[src/rob_pkg.sv]
package rob_pkg;

    // datapath widths
    localparam int DATA_W = 32;
    localparam int REG_W = 4;
    localparam int NUM_REGS = 1 << REG_W;

    // reorder buffer geometry, tag indexes an entry directly
    localparam int ROB_DEPTH = 8;
    localparam int TAG_W = 3;

    // multiplier pipeline depth
    localparam int MUL_LAT = 3;

    localparam int OP_W = 3;

    // opcodes, operands arrive already resolved
    typedef enum logic [OP_W-1:0] {
        OP_ADD = 3'd0,
        OP_SUB = 3'd1,
        OP_XOR = 3'd2,
        OP_MUL = 3'd3,
        OP_BEQ = 3'd4 // no writeback, taken when a == b
    } op_e;

endpackage

[src/dispatch_stage.sv]
`timescale 1ns/10ps

module dispatch_stage (
    input  logic                        clk,
    input  logic                        rst,
    input  logic                        flush,

    input  logic                        in_valid,
    input  rob_pkg::op_e                in_op,
    input  logic [rob_pkg::REG_W-1:0]   in_rd,
    input  logic [rob_pkg::DATA_W-1:0]  in_a,
    input  logic [rob_pkg::DATA_W-1:0]  in_b,
    input  logic                        in_pred_taken,
    output logic                        in_ready,

    input  logic                        alloc_ready,
    input  logic [rob_pkg::TAG_W-1:0]   alloc_tag,
    output logic                        alloc_en,
    output rob_pkg::op_e                alloc_op,
    output logic [rob_pkg::REG_W-1:0]   alloc_rd,
    output logic                        alloc_pred,

    output logic                        issue_en,
    output rob_pkg::op_e                issue_op,
    output logic [rob_pkg::TAG_W-1:0]   issue_tag,
    output logic [rob_pkg::DATA_W-1:0]  issue_a,
    output logic [rob_pkg::DATA_W-1:0]  issue_b
);

    logic accept;
    logic issue_vld;

    // full buffer or redirect in progress stalls the front
    assign in_ready = alloc_ready & ~flush;
    assign accept   = in_valid & in_ready;

    // entry is written into the rob in the accept cycle
    assign alloc_en   = accept;
    assign alloc_op   = in_op;
    assign alloc_rd   = in_rd;
    assign alloc_pred = in_pred_taken;

    always_ff @(posedge clk) begin
        if (rst || flush) begin
            issue_vld <= 1'b0;
        end else begin
            issue_vld <= accept;
        end
    end

    always_ff @(posedge clk) begin
        if (accept) begin
            issue_op  <= in_op;
            issue_tag <= alloc_tag; // tag granted this cycle
            issue_a   <= in_a;
            issue_b   <= in_b;
        end
    end

    // anything issuing under flush is younger than the branch
    assign issue_en = issue_vld & ~flush;

endmodule

[src/exec_stage.sv]
`timescale 1ns/10ps

module exec_stage (
    input  logic                        clk,
    input  logic                        rst,
    input  logic                        flush,

    input  logic                        issue_en,
    input  rob_pkg::op_e                issue_op,
    input  logic [rob_pkg::TAG_W-1:0]   issue_tag,
    input  logic [rob_pkg::DATA_W-1:0]  issue_a,
    input  logic [rob_pkg::DATA_W-1:0]  issue_b,

    output logic                        alu_done,
    output logic [rob_pkg::TAG_W-1:0]   alu_tag,
    output logic [rob_pkg::DATA_W-1:0]  alu_data,
    output logic                        alu_taken,

    output logic                        mul_done,
    output logic [rob_pkg::TAG_W-1:0]   mul_tag,
    output logic [rob_pkg::DATA_W-1:0]  mul_data
);

    logic                        is_mul;
    logic [rob_pkg::DATA_W-1:0]  alu_res;
    logic                        alu_cmp;

    logic [rob_pkg::MUL_LAT-1:0] mul_vld;
    logic [rob_pkg::TAG_W-1:0]   mul_tag_q  [rob_pkg::MUL_LAT];
    logic [rob_pkg::DATA_W-1:0]  mul_prod_q [rob_pkg::MUL_LAT];

    assign is_mul = (issue_op == rob_pkg::OP_MUL);

    always_comb begin
        alu_res = '0;
        alu_cmp = 1'b0;
        case (issue_op)
            rob_pkg::OP_ADD: alu_res = issue_a + issue_b;
            rob_pkg::OP_SUB: alu_res = issue_a - issue_b;
            rob_pkg::OP_XOR: alu_res = issue_a ^ issue_b;
            rob_pkg::OP_BEQ: alu_cmp = (issue_a == issue_b);
            default: alu_res = '0;
        endcase
    end

    // single cycle alu
    always_ff @(posedge clk) begin
        if (rst || flush) begin
            alu_done <= 1'b0;
        end else begin
            alu_done <= issue_en & ~is_mul;
        end
    end

    always_ff @(posedge clk) begin
        alu_tag   <= issue_tag;
        alu_data  <= alu_res;
        alu_taken <= alu_cmp;
    end

    // multiplier valids, cleared on flush so squashed ops never complete
    always_ff @(posedge clk) begin
        if (rst || flush) begin
            mul_vld <= '0;
        end else begin
            mul_vld <= {mul_vld[rob_pkg::MUL_LAT-2:0], issue_en & is_mul};
        end
    end

    always_ff @(posedge clk) begin
        mul_tag_q[0]  <= issue_tag;
        mul_prod_q[0] <= issue_a * issue_b; // low half only
        for (int s = 1; s < rob_pkg::MUL_LAT; s++) begin
            mul_tag_q[s]  <= mul_tag_q[s-1];
            mul_prod_q[s] <= mul_prod_q[s-1];
        end
    end

    assign mul_done = mul_vld[rob_pkg::MUL_LAT-1];
    assign mul_tag  = mul_tag_q[rob_pkg::MUL_LAT-1];
    assign mul_data = mul_prod_q[rob_pkg::MUL_LAT-1];

endmodule

[src/reorder_buffer.sv]
`timescale 1ns/10ps

module reorder_buffer (
    input  logic                        clk,
    input  logic                        rst,
    input  logic                        flush,

    input  logic                        alloc_en,
    input  rob_pkg::op_e                alloc_op,
    input  logic [rob_pkg::REG_W-1:0]   alloc_rd,
    input  logic                        alloc_pred,
    output logic                        alloc_ready,
    output logic [rob_pkg::TAG_W-1:0]   alloc_tag,

    input  logic                        alu_done,
    input  logic [rob_pkg::TAG_W-1:0]   alu_tag,
    input  logic [rob_pkg::DATA_W-1:0]  alu_data,
    input  logic                        alu_taken,

    input  logic                        mul_done,
    input  logic [rob_pkg::TAG_W-1:0]   mul_tag,
    input  logic [rob_pkg::DATA_W-1:0]  mul_data,

    output logic                        ret_en,
    output logic [rob_pkg::REG_W-1:0]   ret_rd,
    output logic [rob_pkg::DATA_W-1:0]  ret_data,
    output logic                        ret_wb,
    output logic                        ret_mispredict
);

    logic [rob_pkg::ROB_DEPTH-1:0] busy;
    logic [rob_pkg::ROB_DEPTH-1:0] done;
    logic [rob_pkg::ROB_DEPTH-1:0] wb;
    logic [rob_pkg::ROB_DEPTH-1:0] pred;
    logic [rob_pkg::ROB_DEPTH-1:0] act;
    logic [rob_pkg::REG_W-1:0]     rd_q   [rob_pkg::ROB_DEPTH];
    logic [rob_pkg::DATA_W-1:0]    data_q [rob_pkg::ROB_DEPTH];

    logic [rob_pkg::TAG_W-1:0]     head;
    logic [rob_pkg::TAG_W-1:0]     tail;
    logic [rob_pkg::TAG_W:0]       count;

    assign alloc_ready = (count != (rob_pkg::TAG_W+1)'(rob_pkg::ROB_DEPTH));
    assign alloc_tag   = tail;

    // head leaves as soon as its result is in, held off while flushing
    assign ret_en         = busy[head] & done[head] & ~flush;
    assign ret_rd         = rd_q[head];
    assign ret_data       = data_q[head];
    assign ret_wb         = wb[head];
    assign ret_mispredict = ~wb[head] & (pred[head] != act[head]); // branches only

    always_ff @(posedge clk) begin
        if (rst || flush) begin
            busy  <= '0;
            done  <= '0;
            head  <= '0;
            tail  <= '0;
            count <= '0;
        end else begin
            if (alu_done) done[alu_tag] <= 1'b1;
            if (mul_done) done[mul_tag] <= 1'b1;
            if (alloc_en) begin
                busy[tail] <= 1'b1;
                done[tail] <= 1'b0;
                tail       <= tail + 1'b1;
            end
            if (ret_en) begin
                busy[head] <= 1'b0;
                head       <= head + 1'b1;
            end
            case ({alloc_en, ret_en})
                2'b10:   count <= count + 1'b1;
                2'b01:   count <= count - 1'b1;
                default: count <= count;
            endcase
        end
    end

    // entry payload
    always_ff @(posedge clk) begin
        if (alloc_en) begin
            rd_q[tail] <= alloc_rd;
            wb[tail]   <= (alloc_op != rob_pkg::OP_BEQ);
            pred[tail] <= alloc_pred;
        end
        if (alu_done) begin
            data_q[alu_tag] <= alu_data;
            act[alu_tag]    <= alu_taken;
        end
        if (mul_done) begin
            data_q[mul_tag] <= mul_data;
            act[mul_tag]    <= 1'b0;
        end
    end

endmodule

[src/retire_stage.sv]
`timescale 1ns/10ps

module retire_stage (
    input  logic                        clk,
    input  logic                        rst,

    input  logic                        ret_en,
    input  logic [rob_pkg::REG_W-1:0]   ret_rd,
    input  logic [rob_pkg::DATA_W-1:0]  ret_data,
    input  logic                        ret_wb,
    input  logic                        ret_mispredict,

    output logic                        commit_valid,
    output logic [rob_pkg::REG_W-1:0]   commit_rd,
    output logic [rob_pkg::DATA_W-1:0]  commit_data,
    output logic                        flush,

    input  logic [rob_pkg::REG_W-1:0]   rf_addr,
    output logic [rob_pkg::DATA_W-1:0]  rf_data
);

    logic [rob_pkg::DATA_W-1:0] rf [rob_pkg::NUM_REGS];

    always_ff @(posedge clk) begin
        if (rst) begin
            commit_valid <= 1'b0;
            flush        <= 1'b0;
        end else begin
            commit_valid <= ret_en & ret_wb;
            flush        <= ret_en & ret_mispredict; // single pulse, rob stops retiring
        end
    end

    always_ff @(posedge clk) begin
        commit_rd   <= ret_rd;
        commit_data <= ret_data;
    end

    // architectural state, zero out of reset
    always_ff @(posedge clk) begin
        if (rst) begin
            for (int r = 0; r < rob_pkg::NUM_REGS; r++) begin
                rf[r] <= '0;
            end
        end else if (ret_en && ret_wb) begin
            rf[ret_rd] <= ret_data;
        end
    end

    assign rf_data = rf[rf_addr];

endmodule

[src/ooo_backend_top.sv]
`timescale 1ns/10ps

module ooo_backend_top (
    input  logic                        clk,
    input  logic                        rst,

    input  logic                        in_valid,
    output logic                        in_ready,
    input  rob_pkg::op_e                in_op,
    input  logic [rob_pkg::REG_W-1:0]   in_rd,
    input  logic [rob_pkg::DATA_W-1:0]  in_a,
    input  logic [rob_pkg::DATA_W-1:0]  in_b,
    input  logic                        in_pred_taken,

    output logic                        commit_valid,
    output logic [rob_pkg::REG_W-1:0]   commit_rd,
    output logic [rob_pkg::DATA_W-1:0]  commit_data,
    output logic                        flush,

    input  logic [rob_pkg::REG_W-1:0]   rf_addr,
    output logic [rob_pkg::DATA_W-1:0]  rf_data
);

    // dispatch to rob
    logic                        alloc_en;
    logic                        alloc_ready;
    logic [rob_pkg::TAG_W-1:0]   alloc_tag;
    rob_pkg::op_e                alloc_op;
    logic [rob_pkg::REG_W-1:0]   alloc_rd;
    logic                        alloc_pred;

    // dispatch to execute
    logic                        issue_en;
    rob_pkg::op_e                issue_op;
    logic [rob_pkg::TAG_W-1:0]   issue_tag;
    logic [rob_pkg::DATA_W-1:0]  issue_a;
    logic [rob_pkg::DATA_W-1:0]  issue_b;

    // completion ports
    logic                        alu_done;
    logic [rob_pkg::TAG_W-1:0]   alu_tag;
    logic [rob_pkg::DATA_W-1:0]  alu_data;
    logic                        alu_taken;
    logic                        mul_done;
    logic [rob_pkg::TAG_W-1:0]   mul_tag;
    logic [rob_pkg::DATA_W-1:0]  mul_data;

    // retire port
    logic                        ret_en;
    logic [rob_pkg::REG_W-1:0]   ret_rd;
    logic [rob_pkg::DATA_W-1:0]  ret_data;
    logic                        ret_wb;
    logic                        ret_mispredict;

    dispatch_stage i_dispatch (
        .clk           (clk),
        .rst           (rst),
        .flush         (flush),
        .in_valid      (in_valid),
        .in_op         (in_op),
        .in_rd         (in_rd),
        .in_a          (in_a),
        .in_b          (in_b),
        .in_pred_taken (in_pred_taken),
        .in_ready      (in_ready),
        .alloc_ready   (alloc_ready),
        .alloc_tag     (alloc_tag),
        .alloc_en      (alloc_en),
        .alloc_op      (alloc_op),
        .alloc_rd      (alloc_rd),
        .alloc_pred    (alloc_pred),
        .issue_en      (issue_en),
        .issue_op      (issue_op),
        .issue_tag     (issue_tag),
        .issue_a       (issue_a),
        .issue_b       (issue_b)
    );

    exec_stage i_exec (
        .clk       (clk),
        .rst       (rst),
        .flush     (flush),
        .issue_en  (issue_en),
        .issue_op  (issue_op),
        .issue_tag (issue_tag),
        .issue_a   (issue_a),
        .issue_b   (issue_b),
        .alu_done  (alu_done),
        .alu_tag   (alu_tag),
        .alu_data  (alu_data),
        .alu_taken (alu_taken),
        .mul_done  (mul_done),
        .mul_tag   (mul_tag),
        .mul_data  (mul_data)
    );

    reorder_buffer i_rob (
        .clk            (clk),
        .rst            (rst),
        .flush          (flush),
        .alloc_en       (alloc_en),
        .alloc_op       (alloc_op),
        .alloc_rd       (alloc_rd),
        .alloc_pred     (alloc_pred),
        .alloc_ready    (alloc_ready),
        .alloc_tag      (alloc_tag),
        .alu_done       (alu_done),
        .alu_tag        (alu_tag),
        .alu_data       (alu_data),
        .alu_taken      (alu_taken),
        .mul_done       (mul_done),
        .mul_tag        (mul_tag),
        .mul_data       (mul_data),
        .ret_en         (ret_en),
        .ret_rd         (ret_rd),
        .ret_data       (ret_data),
        .ret_wb         (ret_wb),
        .ret_mispredict (ret_mispredict)
    );

    retire_stage i_retire (
        .clk            (clk),
        .rst            (rst),
        .ret_en         (ret_en),
        .ret_rd         (ret_rd),
        .ret_data       (ret_data),
        .ret_wb         (ret_wb),
        .ret_mispredict (ret_mispredict),
        .commit_valid   (commit_valid),
        .commit_rd      (commit_rd),
        .commit_data    (commit_data),
        .flush          (flush),
        .rf_addr        (rf_addr),
        .rf_data        (rf_data)
    );

endmodule

[config.mk]
export PLATFORM = sky130hd
export DESIGN_NAME = ooo_backend_top
export DESIGN_NICKNAME = d
export VERILOG_FILES = /design/src/rob_pkg.sv /design/src/dispatch_stage.sv /design/src/exec_stage.sv /design/src/reorder_buffer.sv /design/src/retire_stage.sv /design/src/ooo_backend_top.sv
export SDC_FILE = /design/constraint.sdc
export NUM_CORES = 2
export LEC_CHECK = 0
export ABC_CLOCK_PERIOD_IN_PS = 9000
export BUFFER_PORTS_ARGS = -buffer_cell sky130_fd_sc_hd__buf_2
export CAP_MARGIN = 20
export CORE_UTILIZATION = 45
export CTS_BUF_LIST = sky130_fd_sc_hd__clkbuf_8
export DETAILED_ROUTE_END_ITERATION = 12
export GPL_ROUTABILITY_DRIVEN = 0
export PLACE_DENSITY_LB_ADDON = 0.05
export SETUP_SLACK_MARGIN = 0.2
export SYNTH_ARGS = -nofsm -noshare
export SYNTH_HDL_FRONTEND = slang
export SYNTH_SLANG_ARGS = --single-unit
[constraint.sdc]
create_clock -name clk -period 9 [get_ports clk]
set_input_delay 1.8 -clock clk [delete_from_list [all_inputs] [get_ports clk]]
set_output_delay 1.8 -clock clk [all_outputs]
set_load 0.03 [all_outputs]
* Yosys cells after proc, flatten, opt, wreduce, memory -nomap -nowiden
Memory sizes are Yosys's and may differ from the RTL's. A register that Yosys moved wholly into a read port is not among the register bits. Index checks and enable logic that the tools add are counted.
Storage, ports and cells: flip-flop bits (word level) 199, bits in writable memories 905, bits of input ports 79, output and inout bits 71, logic and storage cells 135, memories kept 5
Memory list:
- i_retire.rf | depth 16, width 32, read ports 1, clocked after memory_dff 0, write ports 16, RTL line retire_stage.sv:22 | logic [rob_pkg::DATA_W-1:0] rf [rob_pkg::NUM_REGS];
- i_rob.data_q | depth 8, width 32, read ports 1, clocked after memory_dff 1, write ports 2, RTL line reorder_buffer.sv:37 | logic [rob_pkg::DATA_W-1:0] data_q [rob_pkg::ROB_DEPTH];
- i_exec.mul_prod_q | depth 3, width 32, read ports 3, clocked after memory_dff 0, write ports 3, RTL line exec_stage.sv:30 | logic [rob_pkg::DATA_W-1:0] mul_prod_q [rob_pkg::MUL_LAT];
- i_rob.rd_q | depth 8, width 4, read ports 1, clocked after memory_dff 1, write ports 1, RTL line reorder_buffer.sv:36 | logic [rob_pkg::REG_W-1:0] rd_q [rob_pkg::ROB_DEPTH];
- i_exec.mul_tag_q | depth 3, width 3, read ports 3, clocked after memory_dff 0, write ports 3, RTL line exec_stage.sv:29 | logic [rob_pkg::TAG_W-1:0] mul_tag_q [rob_pkg::MUL_LAT];
Operators by class: add/subtract/negate cells 6, multipliers 1, $lt $le $gt $ge 8, eq/ne operators 10, multiplexer cells 51, bitwise logic cells 23, reductions and logical operators 9
Operators with widths (number):
- case mux 32 bit (3 select lines) | 1
- two-way mux 8 bit | 10
- adder 32 bit | 1
- == test 32 bit | 1
- multiplier 32 x 32 -> 32 bit | 1
- two-way mux 32 bit | 1
- OR reduction 32 bit | 1
- subtractor 32 bit | 1
- XOR 32 bit | 1
- bitwise AND 8 bit | 3
- bitwise mux 8 bit | 3
- inverter 8 bit | 3
- OR 8 bit | 3
- two-way mux 1 bit | 21
- less-than comparator 3 x 4 -> 1 bit, second input constant | 4
- binary-select mux 1 bit (select 3 bit) | 5
- demux 1 bit (select 3 bit) | 4
- greater-or-equal comparator 3 x 1 -> 1 bit, second input constant | 4
- two-way mux 3 bit | 4
- bitwise AND 1 bit | 10
- case mux 4 bit (2 select lines) | 1
- adder 3 x 1 -> 3 bit, second input constant | 2
- == test 3 x 2 -> 1 bit, second input constant | 2
- logical AND 1 bit | 5
- other kinds (14) | 16

* Longest topological paths before layout
depth in word-level cells 12, depth in mapped cells 26, mapped depth without buffers 25

* By module
A second synthesis with hierarchy kept.
Second synthesis, totals: cell total of the unflattened synthesis 5256, area total of the unflattened synthesis 64141.5 µm²
By module, submodules not included:
- retire_stage | times used 1, cells an instance 1565, area an instance 22818.1 µm², seq. area each 16135.5 µm²
- exec_stage | times used 1, cells an instance 2535, area an instance 22679.3 µm², seq. area each 2842.7 µm²
- reorder_buffer | times used 1, cells an instance 1073, area an instance 16422.0 µm², seq. area each 9869.5 µm²
- dispatch_stage | times used 1, cells an instance 83, area an instance 2222.1 µm², seq. area each 2122.0 µm²

* Worst setup path after synthesis
No wires, ideal clock.
path type reg2reg, start point register i_dispatch.issue_a[12] in the netlist's numbering, end point memory i_exec.mul_prod_q[0][30] in the netlist's numbering, data arrival time 6.657 ns, required time 8.928 ns, slack 2.271 ns, stages on the path, launching flop included 23, buffers on the path 2, period minus slack after synthesis 6.729 ns, path through edfxtp_1 -> clkbuf_1 -> clkbuf_1 -> nand2_1 -> fa_1 -> fa_1 -> fa_1 -> fa_1 -> inv_1 -> fa_1 -> ha_1 -> fa_1 -> fa_1 -> ha_1 -> a21o_1 -> a21oi_1 -> nand2_1 -> a2111oi_0 -> nor4_1 -> nor3_1 -> o31ai_1 -> a21oi_1 -> xnor2_1
RTL lines:
- from (decl) | RTL line dispatch_stage.sv:26 | output logic [rob_pkg::DATA_W-1:0] issue_a,
- from (signal assigned) | RTL line dispatch_stage.sv:55 | issue_a <= in_a;
- to (decl) | RTL line exec_stage.sv:30

==> results.yml <==
die:
  fp-row-count: 137
  fp.dieH_um: 377
  ios: 150
  die-area_um2: 142000
  die_w_um: 377
  core_area_um2: 140000
  start_util_pct: 45.4
timing:
  setup_viol_count_final: 0
  slew_viol_final: 0
  relSlewSlack_pct: 24.9
  fmax_mhz: 124
  timing.final.crit_period_ns: 8.06
  worstMarginPinSlew_ns: 1.12
  finalHoldViolations: 0
  rsz0062_at_grt: "false"
  fin_tns_setup_ns: 0
  fin_skew_ns: 0.0600
  fin_hold_ws_ns: 0.296
  period_share_pct: 89.6
final_layout:
  drive_above_1_share_pct: 20.0
  areaGrowthSynthToFinish_pct: 10.8
  fin_cells: 7221
  finish.net_count: 5865
global_routing:
  grt_pass1_wl_um: 274000
  antenna_found_initial: 5
  grt_pass1_vias: 41900
  track_usage_pct: 26.2
  overflow: 0
  grt_max_degree: 81
worst_setup_path:
  crit_fanout: 25
  rrSetupSlack_ns: 0.94
  critPathCaptureType: "flop"
  required_ns: 9.86
  crit_path_max_incr_delay_ns: 0.94
  cpMaxStageDelayCell: "edfxtp_1"
  cp_cell_sequence: "ha_1 -> fa_1 -> fa_1 -> inv_1 -> fa_1 -> fa_1 -> inv_1 -> fa_1 -> ha_1 -> fa_1 -> fa_1 -> ha_1 -> a21o_1 -> a21oi_1 -> nand2_1 -> a2111oi_0 -> buf_4 -> nor4_1 -> nor3_1 -> o31ai_1 -> a21oi_1 -> xnor2_1"
  crit_buf_inv: 3
  path_common_cell: "fa_1"
  critPathLaunchType: "flop"
  worstSetupPathType: "flop to flop"
  crit_family: "adder cells"
  crit_arrival_ns: 8.92
clock_network:
  cts_tree: "built"
  h-tree-depth: 4
  path_clk_slew_ns: 0.06
  cts_setup_buffers: 0
  cts_buffer_depth: 3
  clk_latency_ns: 0.96
  hold_buffers: 0
  cts_buffers: 187
  cts_num_sinks: 1104
  cts-resized-gates: 0
  root_buffer: "clkbuf_8"
synthesis:
  synth_common_cells: "886 x edfxtp_1, 670 x nor2_1, 507 x inv_1"
  synth_edf_count: 886
  syn_nets: 5724
  synth_warnings: 0
  syn_area_um2: 63300
  synth-main-ff-cell: "edfxtp_1"
  ys_seq_area_share_pct: 48.9
  synth_top_area_share_pct: 42.0
  yosysMostFrequentCell: "edfxtp_1"
  ys_types: 82
  synth_seq_cells: 1104
  postSynthAreaPerCell_um2: 12.5
  yosys.area.top_type: "edfxtp_1"
  synth_cells: 5044
  synth_area_leaders: "edfxtp_1 42%, fa_1 13%, mux4_2 8.5%"
  ys_async_sr_fraction_pct: 0
run_status:
  status: "finished clean"
drt:
  vias_per_cell: 5.47
  ant_nets: 0
  firstDrtPassIters: 5
  drtIter0Drc: 2857
  routedWlPerCell_um: 25.3
  via_count: 39500
  totalWireLength_um: 182000
  drc_errors: 0
pwr:
  vdd_drop_max_mv: 0.888
  fin_total_pwr_mw: 25.7
  power.density_nw_per_um2: 366
  p_leak_nw: 28.5
placement:
  io_buffer_count: 149
  hpwl_um: 118000
  dpl.cell_count: 6866
flow_run:
  maxCapViolCount: 0
min_path:
  hold_class: "flop to flop"
## cell usage in the layout (no fill, tap or decap), drive strengths merged, types with 22 or more instances in the layout
cell,instances
a21o,23
clkinv,46
inv,597
xnor2,75
nand2b,42
nor2b,22
nor2,670
buf,261
nand2,426
and2,256
mux2,228
mux4,239
dfxtp,218
nand3,33
o21ai,74
fa,411
edfxtp,886
clkbuf,208
mux2i,46
a21oi,107
ha,190
xor2,24
nor3,44
## cells by family after synthesis
family / Yosys count / synth area share, %
muxes: 513 / 13.3
buffers and inverters: 819 / 4.92
xor gates and xnor gates: 99 / 1.37
adders and majority gates: 601 / 16.8
and+or+nand+nor: 1560 / 11.0
DFF: 1104 / 48.9
AOI/OAI and AO/OA: 348 / 3.71
## worst register-to-register path, cell delays in order, from the launching register on
cell       delay (ns)
edfxtp_1         0.94
ha_1             0.46
fa_1             0.50
fa_1             0.52
inv_1            0.06
fa_1             0.42
fa_1             0.41
inv_1            0.09
fa_1             0.41
ha_1             0.31
fa_1             0.51
fa_1             0.42
ha_1             0.35
a21o_1           0.18
a21oi_1          0.30
nand2_1          0.17
a2111oi_0        0.48
buf_4            0.22
nor4_1           0.08
nor3_1           0.66
o31ai_1          0.16
a21oi_1          0.21
xnor2_1          0.13
## metrics by stage
step,util [%],setup slack [ns],instance area [um2]
2_1_floorplan,-,2.27,63300
3_3_place_gp,47.5,1.14,66200
6_report,50.2,0.937,70100
4_1_cts,50.2,1.03,70000
5_1_grt,50.2,0.600,70100
3_5_place_dp,47.5,1.06,66200
## layer usage
layer | vias up | GRT usage, % | share of wire, % | wire (um)
li1 | 17600 | - | - | -
met1 | 20500 | 33.1 | 42 | 75800
met2 | 1090 | 46.3 | 51 | 93800
met3 | 298 | 3.56 | 4.1 | 7440
met4 | 6 | 8.14 | 3.0 | 5390
met5 | - | 0 | 0.020 | 36
## final cells by class
class / instances / area [um2]
Fill cell: 12500 / 69400
Sequential cell: 1104 / 31000
Multi-Input combinational cell: 3121 / 29400
Clock buffer: 207 / 2850
Tap cell: 1876 / 2350
Inverter: 509 / 1910
Timing Repair Buffer: 262 / 1650
Clock inverter: 140 / 921
Antenna cell: 2 / 5.00
## path summary, 6_finish.rpt
path	from	cells after the start	end
worst max-delay path	i_dispatch.issue_b[7]$_DFFE_PP_	22	i_exec.mul_prod_q[0][30]$_DFF_P_
worst min-delay path	i_exec.mul_prod_q[0][38]$_DFF_P_	0	i_exec.mul_prod_q[0][70]$_DFF_P_
worst max register to register	i_dispatch.issue_b[7]$_DFFE_PP_	22	i_exec.mul_prod_q[0][30]$_DFF_P_
worst min register to register	i_exec.mul_prod_q[0][38]$_DFF_P_	0	i_exec.mul_prod_q[0][70]$_DFF_P_
## sequential cells by signal, summed over array words and instances (netlist names), 2 cells and up, named ones only
signal	cells
i_rob.data_q	256
i_rob.wb	8
i_retire.commit_rd	4
i_rob.alloc_tag	3
i_rob.head	3
i_rob.rd_q	32
i_rob.done	8
i_exec.mul_vld	3
i_rob.act	8
i_dispatch.issue_b	32
i_rob.pred	8
i_retire.rf	512
i_rob.busy	8
i_rob.count	4
i_exec.mul_tag_q	7
i_exec.alu_tag	2
i_retire.commit_data	32
i_dispatch.issue_op	3
i_exec.alu_data	32
i_dispatch.issue_tag	3
i_exec.mul_prod_q	96
i_dispatch.issue_a	32
## report_power, final
| group | switching [mW] | internal (mW) | leakage [nW] |
|---|---|---|---|
| clock network | 2.18 | 2.33 | 2.19 |
| logic | 8.28 | 6.39 | 15.8 |
| registers | 0.353 | 6.12 | 10.6 |
Power figures use the tool's default switching activity.
